===== src/hdl/dispatch_pkg.sv =====
/*
 * dispatch_pkg
 * sizes, op classes and queue payload structs shared by the dispatch subsystem.
 */
package dispatch_pkg;

	// datapath and register file sizes.
	localparam int XLEN = 32;
	localparam int ARCH_REGS = 32;

	// four physical copies per architectural register.
	localparam int RP = 4;
	localparam int RB = 2;

	// renamed register is {arch index, copy index}.
	localparam int PREG_W = 5 + RB;

	// queue depths.
	localparam int INSTR_DEPTH = 4;
	localparam int ISSUE_DEPTH = 4;
	localparam int ROB_DEPTH = 8;

	// which issue queue an op goes to; sys ops only reach the reorder queue.
	typedef enum logic [1:0] {
		OP_ALU = 2'd0,
		OP_BRU = 2'd1,
		OP_LSU = 2'd2,
		OP_SYS = 2'd3
	} op_class_t;

	// decoded micro-op as it sits in the instruction queue.
	typedef struct packed {
		op_class_t         op_class;
		logic [3:0]        funct;
		logic [XLEN-1:0]   pc;
		logic [XLEN-1:0]   imm;
		logic [4:0]        rd;
		logic [4:0]        rs1;
		logic [4:0]        rs2;
		logic              writes_rd;
	} decode_op_t;

	// renamed op handed to an issue queue.
	typedef struct packed {
		logic [3:0]        funct;
		logic [XLEN-1:0]   pc;
		logic [XLEN-1:0]   imm;
		logic [PREG_W-1:0] rd;
		logic [PREG_W-1:0] rs1;
		logic [PREG_W-1:0] rs2;
	} issue_t;

	// program-order record kept for commit.
	typedef struct packed {
		op_class_t         op_class;
		logic [XLEN-1:0]   pc;
		logic [PREG_W-1:0] rd;
	} rob_entry_t;

endpackage


===== src/hdl/sync_fifo.sv =====
`timescale 1ns/1ps

/*
 * sync_fifo
 * first-word-fall-through circular queue for any packed payload type.
 */
module sync_fifo #(
	parameter type payload_t = logic [7:0],
	parameter int DEPTH = 4
) (
	input  logic     clk,
	input  logic     rst,
	input  logic     push,
	input  payload_t din,
	output logic     full,
	input  logic     pop,
	output payload_t dout,
	output logic     empty
);

	payload_t mem [DEPTH];

	logic [$clog2(DEPTH)-1:0] wr_ptr;
	logic [$clog2(DEPTH)-1:0] rd_ptr;
	logic [$clog2(DEPTH):0]   count;
	logic [$clog2(DEPTH):0]   count_next;

	// occupancy after this edge.
	always_comb begin
		count_next = count;
		if (push && !pop) begin
			count_next = count + 1'b1;
		end else if (pop && !push) begin
			count_next = count - 1'b1;
		end
	end

	always_ff @(posedge clk) begin
		if (push) begin
			mem[wr_ptr] <= din;
		end
	end

	always_ff @(posedge clk) begin
		if (rst) begin
			wr_ptr <= '0;
			rd_ptr <= '0;
			count <= '0;
			full <= 1'b0;
			empty <= 1'b1;
		end else begin
			if (push) begin
				wr_ptr <= (wr_ptr == $clog2(DEPTH)'(DEPTH - 1)) ? '0 : wr_ptr + 1'b1;
			end
			if (pop) begin
				rd_ptr <= (rd_ptr == $clog2(DEPTH)'(DEPTH - 1)) ? '0 : rd_ptr + 1'b1;
			end
			count <= count_next;
			// flags are registered from the next occupancy.
			full <= (count_next == ($clog2(DEPTH) + 1)'(DEPTH));
			empty <= (count_next == '0);
		end
	end

	// head is read straight out of storage.
	assign dout = mem[rd_ptr];

	a_no_push_full: assert property (@(posedge clk) disable iff (rst) !(push && full));
	a_no_pop_empty: assert property (@(posedge clk) disable iff (rst) !(pop && empty));

endmodule


===== src/hdl/rename.sv =====
`timescale 1ns/1ps

/*
 * rename
 * active-copy map and busy bitmap for x0..x31, lowest free copy allocation
 * and release of copies from the commit port.
 */
module rename (
	input  logic                           clk,
	input  logic                           rst,

	input  logic [4:0]                     rs1,
	input  logic [4:0]                     rs2,
	input  logic [4:0]                     rd,
	input  logic                           rd_alloc,

	output logic [dispatch_pkg::PREG_W-1:0] rs1_name,
	output logic [dispatch_pkg::PREG_W-1:0] rs2_name,
	output logic [dispatch_pkg::PREG_W-1:0] rd_name,
	output logic                           rd_run_out,

	input  logic                           commit_valid,
	input  logic [dispatch_pkg::PREG_W-1:0] commit_rd
);

	// current copy per architectural register.
	logic [dispatch_pkg::RB-1:0] act [dispatch_pkg::ARCH_REGS];
	// one bit per physical copy.
	logic [dispatch_pkg::RP-1:0] busy [dispatch_pkg::ARCH_REGS];

	logic [dispatch_pkg::RB-1:0] free_idx;
	logic                        rd_write;
	logic [4:0]                  commit_arch;
	logic [dispatch_pkg::RB-1:0] commit_copy;

	assign commit_arch = commit_rd[dispatch_pkg::PREG_W-1:dispatch_pkg::RB];
	assign commit_copy = commit_rd[dispatch_pkg::RB-1:0];

	// scan downwards so the lowest free copy wins.
	always_comb begin
		free_idx = '0;
		for (int i = dispatch_pkg::RP - 1; i >= 0; i--) begin
			if (!busy[rd][i]) begin
				free_idx = dispatch_pkg::RB'(i);
			end
		end
	end

	// x0 is never renamed, so it can not run out.
	assign rd_run_out = (rd != 5'd0) && (&busy[rd]);
	assign rd_write = rd_alloc && (rd != 5'd0);

	assign rs1_name = (rs1 == 5'd0) ? '0 : {rs1, act[rs1]};
	assign rs2_name = (rs2 == 5'd0) ? '0 : {rs2, act[rs2]};
	assign rd_name = rd_write ? {rd, free_idx} : '0;

	always_ff @(posedge clk) begin
		if (rst) begin
			for (int r = 0; r < dispatch_pkg::ARCH_REGS; r++) begin
				act[r] <= '0;
				busy[r] <= dispatch_pkg::RP'(1);
			end
		end else begin
			// commit never names the copy being allocated this edge.
			if (commit_valid) begin
				busy[commit_arch][commit_copy] <= 1'b0;
			end
			if (rd_write) begin
				busy[rd][free_idx] <= 1'b1;
				act[rd] <= free_idx;
			end
		end
	end

	a_commit_busy: assert property (@(posedge clk) disable iff (rst)
		commit_valid |-> busy[commit_arch][commit_copy]);

	// dispatch must hold a write back while rd has no free copy.
	a_alloc_free: assert property (@(posedge clk) disable iff (rst)
		rd_alloc |-> !rd_run_out);

endmodule


===== src/hdl/dispatch.sv =====
`timescale 1ns/1ps

/*
 * dispatch
 * takes the instruction queue head, renames it and routes it to one issue
 * queue and the reorder queue in a single cycle.
 */
module dispatch (
	input  logic                            clk,
	input  logic                            rst,

	input  dispatch_pkg::decode_op_t        instr_head,
	input  logic                            instr_empty,
	output logic                            instr_pop,

	output logic                            alu_push,
	output logic                            bru_push,
	output logic                            lsu_push,
	input  logic                            alu_full,
	input  logic                            bru_full,
	input  logic                            lsu_full,
	output dispatch_pkg::issue_t            issue_info,

	output logic                            rob_push,
	input  logic                            rob_full,
	output dispatch_pkg::rob_entry_t        rob_info,

	input  logic                            commit_valid,
	input  logic [dispatch_pkg::PREG_W-1:0] commit_rd
);

	logic [dispatch_pkg::PREG_W-1:0] rs1_name;
	logic [dispatch_pkg::PREG_W-1:0] rs2_name;
	logic [dispatch_pkg::PREG_W-1:0] rd_name;
	logic                            rd_run_out;
	logic                            target_full;
	logic                            dispatch_go;

	// sys ops have no issue queue to wait on.
	always_comb begin
		case (instr_head.op_class)
			dispatch_pkg::OP_ALU: target_full = alu_full;
			dispatch_pkg::OP_BRU: target_full = bru_full;
			dispatch_pkg::OP_LSU: target_full = lsu_full;
			default:              target_full = 1'b0;
		endcase
	end

	assign dispatch_go = !instr_empty && !rob_full && !target_full
		&& !(instr_head.writes_rd && rd_run_out);

	assign instr_pop = dispatch_go;
	assign rob_push = dispatch_go;
	assign alu_push = dispatch_go && (instr_head.op_class == dispatch_pkg::OP_ALU);
	assign bru_push = dispatch_go && (instr_head.op_class == dispatch_pkg::OP_BRU);
	assign lsu_push = dispatch_go && (instr_head.op_class == dispatch_pkg::OP_LSU);

	rename rename_i (
		.clk          (clk),
		.rst          (rst),
		.rs1          (instr_head.rs1),
		.rs2          (instr_head.rs2),
		.rd           (instr_head.rd),
		.rd_alloc     (dispatch_go && instr_head.writes_rd),
		.rs1_name     (rs1_name),
		.rs2_name     (rs2_name),
		.rd_name      (rd_name),
		.rd_run_out   (rd_run_out),
		.commit_valid (commit_valid),
		.commit_rd    (commit_rd)
	);

	// one issue payload shared by all three queues.
	always_comb begin
		issue_info.funct = instr_head.funct;
		issue_info.pc = instr_head.pc;
		issue_info.imm = instr_head.imm;
		issue_info.rd = rd_name;
		issue_info.rs1 = rs1_name;
		issue_info.rs2 = rs2_name;
	end

	always_comb begin
		rob_info.op_class = instr_head.op_class;
		rob_info.pc = instr_head.pc;
		rob_info.rd = rd_name;
	end

	a_one_issue: assert property (@(posedge clk) disable iff (rst)
		$onehot0({alu_push, bru_push, lsu_push}));

	// a stalled head stays put until it dispatches.
	a_head_held: assert property (@(posedge clk) disable iff (rst)
		(!instr_empty && !instr_pop) |=> $stable(instr_head));

endmodule


===== src/hdl/dispatch_top.sv =====
`timescale 1ns/1ps

/*
 * dispatch_top
 * instruction queue, dispatch stage, ALU/BRU/LSU issue queues and reorder queue.
 */
module dispatch_top (
	input  logic                            clk,
	input  logic                            rst,

	input  logic                            in_push,
	input  dispatch_pkg::decode_op_t        in_op,
	output logic                            in_full,

	input  logic                            alu_pop,
	output logic                            alu_empty,
	output dispatch_pkg::issue_t            alu_head,

	input  logic                            bru_pop,
	output logic                            bru_empty,
	output dispatch_pkg::issue_t            bru_head,

	input  logic                            lsu_pop,
	output logic                            lsu_empty,
	output dispatch_pkg::issue_t            lsu_head,

	input  logic                            rob_pop,
	output logic                            rob_empty,
	output dispatch_pkg::rob_entry_t        rob_head,

	input  logic                            commit_valid,
	input  logic [dispatch_pkg::PREG_W-1:0] commit_rd
);

	dispatch_pkg::decode_op_t instr_head;
	logic                     instr_empty;
	logic                     instr_pop;

	logic                     alu_push;
	logic                     alu_full;
	logic                     bru_push;
	logic                     bru_full;
	logic                     lsu_push;
	logic                     lsu_full;
	dispatch_pkg::issue_t     issue_info;

	logic                     rob_push;
	logic                     rob_full;
	dispatch_pkg::rob_entry_t rob_info;

	sync_fifo #(
		.payload_t (dispatch_pkg::decode_op_t),
		.DEPTH     (dispatch_pkg::INSTR_DEPTH)
	) instr_fifo_i (
		.clk(clk), .rst(rst),
		.push(in_push), .din(in_op), .full(in_full),
		.pop(instr_pop), .dout(instr_head), .empty(instr_empty)
	);

	dispatch dispatch_i (
		.clk          (clk),
		.rst          (rst),
		.instr_head   (instr_head),
		.instr_empty  (instr_empty),
		.instr_pop    (instr_pop),
		.alu_push     (alu_push),
		.bru_push     (bru_push),
		.lsu_push     (lsu_push),
		.alu_full     (alu_full),
		.bru_full     (bru_full),
		.lsu_full     (lsu_full),
		.issue_info   (issue_info),
		.rob_push     (rob_push),
		.rob_full     (rob_full),
		.rob_info     (rob_info),
		.commit_valid (commit_valid),
		.commit_rd    (commit_rd)
	);

	// the three issue queues share one payload bus.
	sync_fifo #(
		.payload_t (dispatch_pkg::issue_t),
		.DEPTH     (dispatch_pkg::ISSUE_DEPTH)
	) alu_fifo_i (
		.clk(clk), .rst(rst),
		.push(alu_push), .din(issue_info), .full(alu_full),
		.pop(alu_pop), .dout(alu_head), .empty(alu_empty)
	);

	sync_fifo #(
		.payload_t (dispatch_pkg::issue_t),
		.DEPTH     (dispatch_pkg::ISSUE_DEPTH)
	) bru_fifo_i (
		.clk(clk), .rst(rst),
		.push(bru_push), .din(issue_info), .full(bru_full),
		.pop(bru_pop), .dout(bru_head), .empty(bru_empty)
	);

	sync_fifo #(
		.payload_t (dispatch_pkg::issue_t),
		.DEPTH     (dispatch_pkg::ISSUE_DEPTH)
	) lsu_fifo_i (
		.clk(clk), .rst(rst),
		.push(lsu_push), .din(issue_info), .full(lsu_full),
		.pop(lsu_pop), .dout(lsu_head), .empty(lsu_empty)
	);

	sync_fifo #(
		.payload_t (dispatch_pkg::rob_entry_t),
		.DEPTH     (dispatch_pkg::ROB_DEPTH)
	) rob_fifo_i (
		.clk(clk), .rst(rst),
		.push(rob_push), .din(rob_info), .full(rob_full),
		.pop(rob_pop), .dout(rob_head), .empty(rob_empty)
	);

endmodule


===== config.mk =====
export PLATFORM = sky130hd
export DESIGN_NAME = dispatch_top
export DESIGN_NICKNAME = d
export VERILOG_FILES = /design/src/hdl/dispatch_pkg.sv /design/src/hdl/sync_fifo.sv /design/src/hdl/rename.sv /design/src/hdl/dispatch.sv /design/src/hdl/dispatch_top.sv
export SDC_FILE = /design/constraint.sdc
export NUM_CORES = 2
export LEC_CHECK = 0
export BUFFER_PORTS_ARGS = -buffer_cell sky130_fd_sc_hd__buf_2
export CAP_MARGIN = 20
export CORE_AREA = 2 2 335 420
export DETAILED_ROUTE_END_ITERATION = 12
export DIE_AREA = 0 0 337 422
export PLACE_DENSITY_LB_ADDON = 0.1
export SYNTH_ARGS = -nofsm -noshare
export SYNTH_HDL_FRONTEND = slang
export SYNTH_SLANG_ARGS = --single-unit

===== constraint.sdc =====
create_clock -name clk -period 7.41 [get_ports clk]
set_input_delay 0.741 -clock clk [delete_from_list [all_inputs] [get_ports clk]]
set_output_delay 0.741 -clock clk [all_outputs]
set_load 0.005 [all_outputs]

== Word level (Yosys, flattened, before mapping) ==
Memories as Yosys holds them, arrays and structs flattened. A register that Yosys moved wholly into a read port is not among the register bits.
Cells that the tools add are included.

* Bits in registers: 48
* Bits in writable memories: 1932
* Output and inout bits: 313
* Logic and storage cells: 191
* Memories kept: 7

{| class="wikitable"
|+ Memories
! name !! depth !! bits a word !! rd ports !! clocked after Yosys merged registers in !! write ports !! line !! text
|-
| alu_fifo_i.mem || 4 || 89 || 1 || 1 || 1 || sync_fifo.sv:21 || <nowiki>payload_t mem [DEPTH];</nowiki>
|-
| bru_fifo_i.mem || 4 || 89 || 1 || 1 || 1 || sync_fifo.sv:21 ||
|-
| lsu_fifo_i.mem || 4 || 89 || 1 || 1 || 1 || sync_fifo.sv:21 ||
|-
| instr_fifo_i.mem || 4 || 86 || 1 || 1 || 1 || sync_fifo.sv:21 ||
|-
| rob_fifo_i.mem || 8 || 41 || 1 || 1 || 1 || sync_fifo.sv:21 ||
|-
| dispatch_i.rename_i.busy || 32 || 4 || 1 || 0 || 32 || rename.sv:29 || <nowiki>logic [dispatch_pkg::RP-1:0] busy [dispatch_pkg::ARCH_REGS];</nowiki>
|-
| 1 more memories || n/a || n/a || n/a || n/a || n/a || n/a ||
|}

* $add $sub $neg: 20
* Magnitude comparators: 4
* Equality and inequality tests: 17
* Muxes and demuxes: 70
* Reductions and logical operators: 48

{| class="wikitable"
|+ Operators with widths
! kind !! count
|-
| 2-bit two-way mux || 21
|-
| 3-bit two-way mux || 12
|-
| 4-bit two-way mux || 8
|-
| 1-bit logical AND || 22
|-
| 7-bit two-way mux || 3
|-
| 1-bit two-way mux || 20
|-
| 3-bit by 1-bit adder with 3-bit output (second input constant) || 6
|-
| 2-bit == test (second input constant) || 9
|-
| 3-bit == test (second input constant) || 6
|-
| 2-bit by 1-bit adder with 2-bit output (second input constant) || 8
|-
| 5-bit two-way mux || 3
|-
| 1-bit zero test || 13
|-
| 3-bit zero test || 4
|-
| 3-bit by 1-bit subtractor with 3-bit output (second input constant) || 4
|-
| 5-bit zero test || 2
|-
| 4-bit OR reduction || 2
|-
| 2-bit by 3-bit < comparator with 1-bit output (second input constant) || 2
|-
| 5-bit nonzero test || 1
|-
| 4-bit by 1-bit adder with 4-bit output (second input constant) || 1
|-
| 1-bit demux with 2-bit select || 2
|-
| 4-bit == test (second input constant) || 1
|-
| 2-bit by 1-bit >= comparator with 1-bit output (second input constant) || 2
|-
| 4-bit zero test || 1
|-
| 4-bit AND reduction || 1
|-
| other kinds (5) || 5
|}

== Logic depth before layout (Yosys ltp) ==
An unclocked memory read counts as a cell.

* Depth after elaboration: 13
* Depth in mapped cells: 16
* Depth with buffers taken out: 10

== By module ==
From an unflattened synthesis, not the netlist that was laid out.

* Cells, all modules: 3794
* Area, all modules: 77043.9 µm²

{| class="wikitable"
|+ Modules (own cells, without submodules)
! module !! instances !! cells each !! area each (µm²) !! seq. area each (µm²)
|-
| sync_fifo at alu_fifo_i ... || 3 || 526 || 13380.3 || 10910.5
|-
| sync_fifo at instr_fifo_i || 1 || 511 || 13006.2 || 10550.1
|-
| sync_fifo at rob_fifo_i || 1 || 558 || 12987.5 || 10149.7
|-
| rename || 1 || 1027 || 9998.3 || 4484.3
|-
| dispatch || 1 || 120 || 910.9 || 0.0
|}

== Worst setup path before layout ==
Ideal clock, no wire load.

* Kind: flip-flop to flip-flop
* Start: register (tool-made name)
* End: memory rob_fifo_i.mem[1][0] in the netlist's numbering, enable pin
* Data arrival time: 6.862 ns
* Data required time: 6.854 ns
* Path slack: -0.008 ns
* Cell stages (with the launch flop): 10
* Path buffers: 4
* Period minus slack after synthesis: 7.418 ns
* Cell sequence: dfxtp_1 -> buf_6 -> buf_6 -> mux4_2 -> nor2b_1 -> a2111oi_4 -> o21ai_4 -> buf_8 -> buf_2 -> nor4b_1

{| class="wikitable"
|+ RTL lines
! item !! line
|-
| to (decl) || sync_fifo.sv:21
|}

==> flow_metrics.tcl <==
set metrics [dict create \
    via_density 6.141 \
    io_buffer_count 413 \
    drive_gt1_frac 0.3111 \
    initial_utilization 0.5473 \
    synthesized_area_mm2 0.07575 \
    max_cap_violations 0 \
    critical_path_class "reg -> reg" \
    floorplan.io_pins 414 \
    post-place-cells 5781 \
    finalWeightedCongestion 0.8585 \
    status "finished clean" \
    clock_power_share 0.309 \
    required_ps 7900 \
    postSynthNetCount 3774 \
    class_of_the_tightest_hold_or_removal_check "in -> reg" \
    areaGrowthSynthToFinish_pct 13.35 \
    postSynth.asyncResetShare 0 \
    p_sw_frac 0.2800 \
    post_cts_buffers 0 \
    power.ir.vdd_worst_mv 0.2265 \
    fp.coreArea_mm2 0.1384 \
    setup-tns-final_ps 0 \
    synth_edf_count 1802 \
    pwr-share-seq 0.491 \
    clk-insertion-delay-late_ps 820 \
    cts.htree.levels 4 \
    netlist_instances 3639 \
    fp.dieArea_mm2 0.1422 \
    cp_max_fo 50 \
    grt_antenna_before_repair 20 \
    power.density_mw_per_mm2 340.8 \
    route.antenna.remaining_nets 0 \
    p_leak_nw 28.01 \
    yosys.cell_types.count 58 \
    switchingPower_w 0.008194 \
    first_global_vias 38010 \
    hold_viol_final 0 \
    period_minus_ws_final_ps 5364 \
    timing.critical_path.to_type "flip-flop" \
    routed_wire_length_per_instance_um 30.02 \
    postCtsHoldBufs 0 \
    tightestPinTransition_ps 1140 \
    intPower_w 0.02107 \
    wirelength_routed_um 183800 \
    worst_clock_skew_ps 26.31 \
    fmax_mhz 186.4 \
    cts_buffers 185 \
    die-width_um 337 \
    slew-limit-headroom 0.2399 \
    cts_tree "yes" \
    drt_iter0_drc 3673 \
    synth_warnings 0 \
    globalRouteTotalUtil 0.2620 \
    worst_endpoint_data_arrival_time_ps 5850 \
    timing_max_transition_violations_final 0 \
    post_synth_main_area_contributors "edfxtp_1 71%, mux4_2 14%, dfxtp_1 4.9%" \
    vias 37590 \
    cts.root.buffer_cell "clkbuf_16" \
    total_iterations_of_the_first_detailed_routing_run 6 \
    cts_sink_count 1989 \
    clk_path_buf_depth 3 \
    combinationalPowerShare 0.200 \
    ys_seq_area_frac 0.7638 \
    final_period_utilization 0.7238 \
    synth.largest_area_cell "edfxtp_1" \
    synth-main-ff-cell "edfxtp_1" \
    final_nets 4247 \
    overflow 0 \
    die_h_um 422 \
    final_cell_count_no_fill 6121 \
    post_cts_resized 0 \
    yosys_register_bits 1989 \
    syn_avg_cell_area_um2 20.82 \
    remaining_drc_errors 0 \
    ff2ff_setup_slack_ps 2050 \
    dp.final_hpwl_um 113000 \
    grt_pass1_wl_um 265100 \
    setup-violations-final 0 \
    placementRows 153 \
    rsz0062_at_grt "false" \
    maximum_number_of_pins_on_one_net_before_global_route_repair 88 \
    path_clk_slew_ps 70 \
    setup.worst_path.start_class "flip-flop" \
    synth_largest_type_area_fraction 0.7143 \
]
critical path, stage by stage (launching register included):
cell       delay [ps]
dfxtp_4           420
buf_4             660
mux4_2            760
mux2i_1           200
nor2_1             90
a2111oi_4         620
and3b_1           260
o21a_1            580
and2_4            930
buf_4             410
routing by layer:
layer | vias to the layer above | global-route usage | wire, um
li1 | 15890 | - | -
met1 | 20080 | 0.3543 | 72480
met2 | 1320 | 0.4425 | 94580
met3 | 279 | 0.04737 | 12260
met4 | 18 | 0.06793 | 4346
met5 | - | 0 | 113
metrics by stage:
step / hold WS [ps] / setup slack, ps / power, W / utilization / area [um^2]
2_1_floorplan: 444.3 / 364.3 / 0.01806 / - / 75760
3_3_place_gp: 457.1 / 2013 / 0.02044 / 0.5785 / 80070
3_5_place_dp: 458.8 / 1950 / 0.02054 / 0.5786 / 80080
4_1_cts: 70.83 / 1944 / 0.02949 / 0.6197 / 85780
5_1_grt: 104.0 / 1738 / 0.03032 / 0.6204 / 85870
6_report: 138.3 / 2046 / 0.02926 / 0.6204 / 85870
Yosys cell counts, drive strengths merged (2+ instances only):
| cell | number |
|---|---|
| nor2 | 124 |
| o21ai | 134 |
| nand3 | 40 |
| mux2i | 138 |
| o211ai | 100 |
| buf | 74 |
| a311oi | 2 |
| nor4b | 2 |
| ha | 34 |
| nor3 | 20 |
| xnor2 | 12 |
| nor4 | 7 |
| xor2 | 5 |
| o22ai | 47 |
| clkbuf | 135 |
| a22o | 4 |
| a21oi | 15 |
| nor3b | 6 |
| and3b | 3 |
| or3 | 6 |
| mux4 | 463 |
| o211a | 3 |
| nand2b | 6 |
| a211oi | 4 |
| edfxtp | 1802 |
| inv | 28 |
| dfxtp | 187 |
| nand2 | 131 |
| nor2b | 11 |
| mux2 | 56 |
| and2 | 30 |
placed cells by master, fill, tap and decap left out, types with 34 or more instances in the layout:
master and count:
nand2_1 130, dfxtp_1 176, clkinv_1 39, clkbuf_16 190
clkbuf_1 42, nand3_1 40, nor2_1 121, mux4_2 462
mux2_2 55, buf_4 71, o22ai_1 47, o21ai_0 122
edfxtp_1 1802, buf_2 413, mux2i_1 137, ha_1 34
o211ai_1 98
layout make-up:
type / count / area (um^2)
Timing Repair Buffer: 495 / 2825
Inverter: 28 / 106.4
Fill cell: 9755 / 52540
Tap cell: 1860 / 2327
Clock buffer: 240 / 5022
Antenna cell: 2 / 5.005
Clock inverter: 94 / 673.1
Sequential cell: 1989 / 57890
Multi-Input combinational cell: 1413 / 17010
sequential cells by signal (all words and copies together), names as in the netlist, 3 cells and up, named ones only:
register and flops:
alu_fifo_i.count 3, alu_fifo_i.mem 356, bru_fifo_i.count 3, bru_fifo_i.mem 356
dispatch_i.rename_i.act 62, dispatch_i.rename_i.busy 128, instr_fifo_i.count 3, instr_fifo_i.mem 344
lsu_fifo_i.count 3, lsu_fifo_i.mem 356, rob_fifo_i.count 4, rob_fifo_i.mem 328
rob_fifo_i.rd_ptr 3, rob_fifo_i.wr_ptr 3
power groups by stage:
stage          Sequential, W  Combinational, W  Clock [W]
2_1_floorplan         0.0145           0.00358          0
3_3_place_gp          0.0146           0.00584          0
3_5_place_dp          0.0146           0.00591          0
4_1_cts               0.0144           0.00592    0.00918
5_1_grt               0.0144           0.00628    0.00959
6_report              0.0144           0.00585    0.00903
final timing paths:
path	start	cells past startpoint	to
max	flip-flop	9	lsu_fifo_i.mem[3][36]
min	in_op[57]	1	instr_fifo_i.mem[0][57]
max reg2reg	flip-flop	9	lsu_fifo_i.mem[3][36]
min reg2reg	dispatch_i.rename_i.busy[0][3]	1	dispatch_i.rename_i.busy[0][3]
kinds of logic after synthesis:
kind of cell / count (synthesis) / synth area share
buffers and inverters: 237 / 0.01321
multiplexers: 657 / 0.1643
flip-flops: 1989 / 0.7638
XOR/XNOR: 17 / 0.001966
AND/OR/NAND/NOR: 389 / 0.02451
adder cells (fa/ha/maj): 34 / 0.005616
AO/OA/AOI/OAI: 316 / 0.02663
(Power assumes the default switching activity.)
